<file path="config.mk">
export PLATFORM = sky130hd
export DESIGN_NAME = hostTxnPort_flat
export DESIGN_NICKNAME = d
export VERILOG_FILES = /design/src/usbHostPkg.sv /design/src/usbHostIf.sv /design/src/hostTxnPort.sv /design/src/flat_wrapper.sv
export SDC_FILE = /design/constraint.sdc
export NUM_CORES = 1
export LEC_CHECK = 0
export BUFFER_PORTS_ARGS = -buffer_cell sky130_fd_sc_hd__buf_2
export CORE_MARGIN = 3
export CORE_UTILIZATION = 36
export CTS_CLUSTER_DIAMETER = 50
export DETAILED_ROUTE_END_ITERATION = 16
export PLACE_DENSITY = 0.7
export SLEW_MARGIN = 20
export SYNTH_ARGS = -nofsm -noshare
export SYNTH_HDL_FRONTEND = slang
export SYNTH_SLANG_ARGS = --single-unit
</file>
<file path="constraint.sdc">
create_clock -name i_clk -period 9.7 [get_ports i_clk]
set_input_delay 1.455 -clock i_clk [delete_from_list [all_inputs] [get_ports i_clk]]
set_output_delay 1.455 -clock i_clk [all_outputs]
set_load 0.02 [all_outputs]
</file>
<file path="src/usbHostPkg.sv">
package usbHostPkg;

  localparam int MAX_PKT     = 8;           // EP0 and EP1 max packet size
  localparam int BUF_DEPTH   = 64;          // Descriptor store in bytes
  localparam int REGION_SIZE = BUF_DEPTH / 2;

  typedef enum logic [1:0] {
    TXN_SETUP,
    TXN_OUT,
    TXN_IN
  } txnType_t;

  typedef enum logic [1:0] {
    RSP_ACK,
    RSP_NAK,
    RSP_STALL,
    RSP_DATA                                // IN data returned
  } rspCode_t;

  typedef enum logic {
    REGION_DEVICE,                          // Bytes 0 to 31
    REGION_CONFIG                           // Bytes 32 to 63
  } descRegion_t;

  typedef logic [8*MAX_PKT-1:0] pktData_t;  // Byte 0 in bits 7:0
  typedef logic [3:0]           pktLen_t;
  typedef logic [6:0]           usbAddr_t;
  typedef logic [3:0]           usbEndp_t;

  localparam usbAddr_t   DEV_ADDR            = 7'd55;
  localparam logic [7:0] BREQ_GET_DESCRIPTOR = 8'd6;
  localparam logic [7:0] BREQ_SET_ADDRESS    = 8'd5;
  localparam logic [7:0] DESC_DEVICE         = 8'd1;
  localparam logic [7:0] DESC_CONFIG         = 8'd2;
  localparam logic [7:0] DESC_STRING         = 8'd3;
  localparam logic [7:0] REQTYPE_DEV_TO_HOST = 8'h80; // Standard, device recipient
  localparam logic [7:0] REQTYPE_HOST_TO_DEV = 8'h00;

  localparam logic [15:0] DEV_DESC_LEN = 16'd18;
  localparam logic [15:0] MAX_DESC_LEN = 16'hFFFF;    // Read until short packet

  localparam pktData_t LOOPBACK_DATA = 64'h0011_2233_4455_6677;
  localparam int       LOOPBACK_LEN  = 5;             // Low five bytes go out

  // Setup packet, bmRequestType is the first byte on the wire
  typedef struct packed {
    logic [15:0] wLength;
    logic [15:0] wIndex;
    logic [15:0] wValue;
    logic [7:0]  bRequest;
    logic [7:0]  bmRequestType;
  } setupPkt_t;

  localparam setupPkt_t SETUP_GET_DEVICE = '{wLength: DEV_DESC_LEN, wIndex: 16'h0000,
    wValue: {DESC_DEVICE, 8'h00}, bRequest: BREQ_GET_DESCRIPTOR,
    bmRequestType: REQTYPE_DEV_TO_HOST};
  localparam setupPkt_t SETUP_GET_CONFIG = '{wLength: MAX_DESC_LEN, wIndex: 16'h0000,
    wValue: {DESC_CONFIG, 8'h00}, bRequest: BREQ_GET_DESCRIPTOR,
    bmRequestType: REQTYPE_DEV_TO_HOST};
  localparam setupPkt_t SETUP_GET_STRING = '{wLength: MAX_DESC_LEN, wIndex: 16'h0000,
    wValue: {DESC_STRING, 8'h00}, bRequest: BREQ_GET_DESCRIPTOR,
    bmRequestType: REQTYPE_DEV_TO_HOST};
  localparam setupPkt_t SETUP_SET_ADDRESS = '{wLength: 16'h0000, wIndex: 16'h0000,
    wValue: {9'd0, DEV_ADDR}, bRequest: BREQ_SET_ADDRESS,
    bmRequestType: REQTYPE_HOST_TO_DEV};

endpackage

</file>
<file path="src/usbHostIf.sv">
interface usbTxnIf import usbHostPkg::*; ();
  logic      req;
  txnType_t  txnType;
  usbAddr_t  addr;
  usbEndp_t  endp;
  pktData_t  data;
  pktLen_t   nBytes;
  logic      ack;
  rspCode_t  rspCode;
  pktData_t  rspData;                       // Valid while ack is high
  pktLen_t   rspBytes;

  modport master (output req, txnType, addr, endp, data, nBytes,
                  input  ack, rspCode, rspData, rspBytes);
  modport slave  (input  req, txnType, addr, endp, data, nBytes,
                  output ack, rspCode, rspData, rspBytes);
endinterface


</file>
<file path="src/hostTxnPort.sv">
module hostTxnPort import usbHostPkg::*; (
  input  logic     i_clk,
  input  logic     i_rst,
  usbTxnIf.slave   txn,

  output logic     o_txnReq,
  output txnType_t o_txnType,
  output usbAddr_t o_txnAddr,
  output usbEndp_t o_txnEndp,
  output pktData_t o_txnData,
  output pktLen_t  o_txnBytes,
  output logic     o_txnPid,                // 0 = DATA0
  input  logic     i_txnAck,
  input  rspCode_t i_rspCode,
  input  pktData_t i_rspData,
  input  pktLen_t  i_rspBytes
);

  typedef enum logic [1:0] {
    PORT_IDLE,
    PORT_BUS,                               // External req high
    PORT_DONE                               // Internal ack high
  } portState_t;

  portState_t state;
  logic [1:0] dataToggle;                   // One per endpoint, 0 and 1
  logic       epSel;
  logic       newReq;
  logic       busAck;

  assign epSel  = (o_txnEndp == 4'd1);
  assign newReq = (state == PORT_IDLE) && txn.req;
  assign busAck = (state == PORT_BUS) && i_txnAck;

  always_ff @(posedge i_clk) begin
    if (i_rst) begin
      state      <= PORT_IDLE;
      o_txnReq   <= 1'b0;
      txn.ack    <= 1'b0;
      dataToggle <= 2'b00;
    end else begin
      case (state)
        PORT_IDLE: begin
          if (txn.req) begin
            o_txnReq <= 1'b1;
            state    <= PORT_BUS;
          end
        end
        PORT_BUS: begin
          if (i_txnAck) begin
            o_txnReq <= 1'b0;
            txn.ack  <= 1'b1;
            state    <= PORT_DONE;
            case (o_txnType)
              TXN_SETUP: dataToggle[epSel] <= 1'b1;
              TXN_OUT: begin
                if (i_rspCode == RSP_ACK) begin
                  dataToggle[epSel] <= ~dataToggle[epSel];
                end
              end
              default: begin
                if (i_rspCode == RSP_DATA) begin
                  dataToggle[epSel] <= ~dataToggle[epSel]; // Host ACKs the data
                end
              end
            endcase
          end
        end
        default: begin
          if (!txn.req && !i_txnAck) begin
            txn.ack <= 1'b0;
            state   <= PORT_IDLE;
          end
        end
      endcase
    end
  end

  always_ff @(posedge i_clk) begin
    if (newReq) begin
      o_txnType  <= txn.txnType;
      o_txnAddr  <= txn.addr;
      o_txnEndp  <= txn.endp;
      o_txnData  <= txn.data;
      o_txnBytes <= txn.nBytes;
      o_txnPid   <= (txn.txnType == TXN_SETUP) ? 1'b0 : dataToggle[txn.endp == 4'd1];
    end
    if (busAck) begin                       // First cycle ack is seen
      txn.rspCode  <= i_rspCode;
      txn.rspData  <= i_rspData;
      txn.rspBytes <= i_rspBytes;
    end
  end

endmodule

</file>
<file path="src/flat_wrapper.sv">
// flat-port wrapper written by rule: the top's interface ports become plain ports
module hostTxnPort_flat import usbHostPkg::*;
  (i_clk, i_rst, o_txnReq, o_txnType, o_txnAddr, o_txnEndp, o_txnData, o_txnBytes, o_txnPid, i_txnAck, i_rspCode, i_rspData, i_rspBytes, txn_req, txn_txnType, txn_addr, txn_endp, txn_data, txn_nBytes, txn_ack, txn_rspCode, txn_rspData, txn_rspBytes);
  usbTxnIf txn_i ();
  input  logic i_clk;
  input  logic i_rst;
  output logic o_txnReq;
  output txnType_t o_txnType;
  output usbAddr_t o_txnAddr;
  output usbEndp_t o_txnEndp;
  output pktData_t o_txnData;
  output pktLen_t o_txnBytes;
  output logic o_txnPid;
  input  logic i_txnAck;
  input  rspCode_t i_rspCode;
  input  pktData_t i_rspData;
  input  pktLen_t i_rspBytes;
  input wire logic [$bits(txn_i.req)-1:0] txn_req;
  input wire logic [$bits(txn_i.txnType)-1:0] txn_txnType;
  input wire logic [$bits(txn_i.addr)-1:0] txn_addr;
  input wire logic [$bits(txn_i.endp)-1:0] txn_endp;
  input wire logic [$bits(txn_i.data)-1:0] txn_data;
  input wire logic [$bits(txn_i.nBytes)-1:0] txn_nBytes;
  output wire logic [$bits(txn_i.ack)-1:0] txn_ack;
  output wire logic [$bits(txn_i.rspCode)-1:0] txn_rspCode;
  output wire logic [$bits(txn_i.rspData)-1:0] txn_rspData;
  output wire logic [$bits(txn_i.rspBytes)-1:0] txn_rspBytes;
  assign txn_i.req = txn_req;
  assign txn_i.txnType = txn_txnType;
  assign txn_i.addr = txn_addr;
  assign txn_i.endp = txn_endp;
  assign txn_i.data = txn_data;
  assign txn_i.nBytes = txn_nBytes;
  assign txn_ack = txn_i.ack;
  assign txn_rspCode = txn_i.rspCode;
  assign txn_rspData = txn_i.rspData;
  assign txn_rspBytes = txn_i.rspBytes;
  hostTxnPort u_core (.i_clk(i_clk), .i_rst(i_rst), .txn(txn_i), .o_txnReq(o_txnReq), .o_txnType(o_txnType), .o_txnAddr(o_txnAddr), .o_txnEndp(o_txnEndp), .o_txnData(o_txnData), .o_txnBytes(o_txnBytes), .o_txnPid(o_txnPid), .i_txnAck(i_txnAck), .i_rspCode(i_rspCode), .i_rspData(i_rspData), .i_rspBytes(i_rspBytes));
endmodule
</file>
==> impl_metrics.csv <==
group,metric,value,unit
finish,antennaDiodeCount,0,
finish,mostFrequentLayoutCell,"buf_2",
placed_design,io_buffer_count,308,
synth,synth_seq_cells,158,
synth,synth_compound_area_share,2.088,%
timing,finalCriticalPeriod,2.893,ns
placed_design,dp_hpwl,9262,um
synth,synth_nets,344,
clocking,hold_buffers,0,
grt,grt_pass1_wl,16330,um
critical_path,cp-startpoint,"txn_req",
synth,synth-async-reset-ratio,0,%
clocking,root_buffer,"clkbuf_16",
floorplanning,die_area,15090,um2
finish,nFillCells,1033,
synth,synth_cells,189,
drt,first_pass_iters,6,
grt,antenna_found_initial,1,
clocking,cts.sinks,158,
clocking,clk_latency,0.41,ns
clocking,cts_tree,"yes",
timing,maxSlewHeadroom,38.38,%
floorplanning,start_util,36.96,%
finish,area_delta_synth_final,50.80,%
synth,synth-adder-area-share,0,%
synth,ys_types,22,
critical_path,reg2reg_to,"u_core.o_txnData[27]$_DFFE_PP_",
clocking,post_cts_resized,0,
run_status,status,"completed",
finish,seq_area,4684,um2
timing,grt_setup_unrepaired,"false",
hold_path,min_path_type,"register to register",
timing,clock-skew-final,0.004826,ns
drt,ant_nets,0,
floorplanning,ios,309,
synth,syn_area_per_cell,26.00,um2
synth,yosysSeqAreaShare,95.34,%
floorplanning,die_x,122.8,um
clocking,clk_pin_slew,0.06,ns
critical_path,crit_family,"buffers and inverters",
finish,final_nets,673,
critical_path,path_class,"input pin to register",
timing,timing.fmax,345.7,MHz
drt,drt_iter0_markers,114,
timing,finalSetupTns,0,ns
clocking,cts_made_buffers,17,
job,maxCapViolCount,0,
critical_path,critPathBufInv,2,
timing,drv_slew,0,
synth,syn_area,4913,um2
power_and_ir_drop,p_per_area,235.2,nW/um2
floorplanning,rows,42,
power_and_ir_drop,power,1.743,mW
drt,routed_wl,11800,um
placed_design,place_congestion,0.7802,
finish,multi_input_area,230.2,um2
critical_path,cp_max_fo,77,
power_and_ir_drop,ir_drop,0.1213,mV
synth,synth_warnings,0,
finish,mostFrequentLayoutCells,"buf_2, edfxtp_1, clkbuf_16",
synth,synth_mux_area_share,0.2037,%
finish,drive_gt1_share,65.35,%
clocking,ctsHtreeMaxLevel,4,
critical_path,critPathRequiredTime,9.73,ns
clocking,post-cts-setup-buffer-count,0,
drt,remaining_drc_errors,0,
timing,setup_viol,0,
drt,wl_per_cell,16.69,um
synth,synth_edf_count,152,
critical_path,critPathArrivalTime,2.93,ns
timing,hold_viol_final,0,
critical_path,crit_path_end_kind,"register",
critical_path,max_stage_delay,0.79,ns
critical_path,r2r_slack,7.56,ns
synth,synth-simple-area-share,2.292,%
clocking,clockBufferDepth,2,
timing,fin_crit_sh,29.82,%
grt,grt_max_degree,78,
critical_path,worstRegToRegCells,2,
drt,via_per_inst,4.362,
timing,setup_ws,6.807,ns
critical_path,endpoint,"u_core.o_txnData[27]$_DFFE_PP_",
synth,synth_top_family_by_area,"simple AND/OR/NAND/NOR gates",
synth,ys.flop_type,"edfxtp_1",
timing,worst_slew_pin_slew,0.9243,ns
floorplanning,fp.coreArea,13300,um2
grt,track_usage,15.08,%
critical_path,cp.depth,3,
grt,grt_pass1_vias,3203,
critical_path,r2r_start,"u_core.state[0]$_SDFFE_PP0P_",
critical_path,cp_slowest_cell,"buf_4",
drt,via_count,3084,
synth,synth-xor-area-share,0,%
floorplanning,die_y,122.8,um
placed_design,post-place-ws,6.353,ns
power_and_ir_drop,p_leak,3.128,nW
finish,fin_util,55.73,%
critical_path,startpoint_type,"input pin",
grt,grt_overflow_total,0,
critical_path,worstPathCellList,"buf_2 > nor3b_2 > buf_4",
synth_stat cells (2+ instances only):
cell,instances,area [um2]
a21oi_1,4,20.02
dfxtp_1,6,120.1
edfxtp_1,152,4564
nor2_1,6,22.52
o21a_1,2,15.01
o21ai_0,3,15.01
flip-flops by register name (all words and copies together), names as in the netlist:
name / count
u_core.o_txnData: 64
u_core.o_txnEndp: 4
u_core.o_txnType: 2
u_core.o_txnPid: 1
u_core.dataToggle: 2
u_core.o_txnBytes: 4
u_core.state: 2
u_core.txn.rspBytes: 4
u_core.txn.rspCode: 2
u_core.o_txnAddr: 7
u_core.txn.rspData: 64
u_core.txn.ack: 1
u_core.o_txnReq: 1
power by group:
group          leakage, nW  internal (mW)  switching, mW
clock network        0.346          0.537          0.256
logic                 1.31         0.0494         0.0925
registers             1.47          0.797         0.0112
total                 3.13           1.38          0.360
final cells by class:
class | count | share of cell area [%]
multi-input cells | 30 | 3.107
clock inverters | 14 | 3.850
well taps | 176 | 2.972
flip-flops and latches | 158 | 63.22
clock buffers | 18 | 5.792
inverters | 1 | 0.05066
repair buffers | 310 | 21.01
routing by layer:
metal | track usage (%) | up-vias | wire length [um] | share of wire [%]
li1 | - | 1423 | - | -
met1 | 14.64 | 1451 | 3954 | 34
met2 | 26.10 | 186 | 6160 | 52
met3 | 7.834 | 22 | 1389 | 12
met4 | 7.558 | 2 | 283 | 2.4
met5 | 0 | - | 13 | 0.11
worst min path at each step:
stage | start | end | slack (ns) | cells after the start
2_1_floorplan | u_core.dataToggle[1]$_SDFFE_PP0P_ | u_core.dataToggle[1]$_SDFFE_PP0P_ | 0.44 | 1
3_3_place_gp | u_core.dataToggle[1]$_SDFFE_PP0P_ | u_core.dataToggle[1]$_SDFFE_PP0P_ | 0.49 | 1
3_5_place_dp | u_core.dataToggle[1]$_SDFFE_PP0P_ | u_core.dataToggle[1]$_SDFFE_PP0P_ | 0.48 | 1
4_1_cts | u_core.dataToggle[1]$_SDFFE_PP0P_ | u_core.dataToggle[1]$_SDFFE_PP0P_ | 0.49 | 1
5_1_grt | u_core.dataToggle[1]$_SDFFE_PP0P_ | u_core.dataToggle[1]$_SDFFE_PP0P_ | 0.50 | 1
6_report | u_core.dataToggle[1]$_SDFFE_PP0P_ | u_core.dataToggle[1]$_SDFFE_PP0P_ | 0.50 | 1
cell families after synthesis:
group / after synthesis
mux: 1
buf+inv: 1
compound gates: 14
flops: 158
simple gates: 15
through the flow:
step | instance area [um2] | cells | hold WS (ns)
3_5_place_dp | 6695 | 675 | 0.4848
3_3_place_gp | 6695 | 675 | 0.4946
6_report | 7410 | 707 | 0.4955
2_1_floorplan | 4913 | 189 | 0.4422
4_1_cts | 7410 | 707 | 0.4911
5_1_grt | 7410 | 707 | 0.5047
Note: power is estimated with default switching activity, not from simulation.
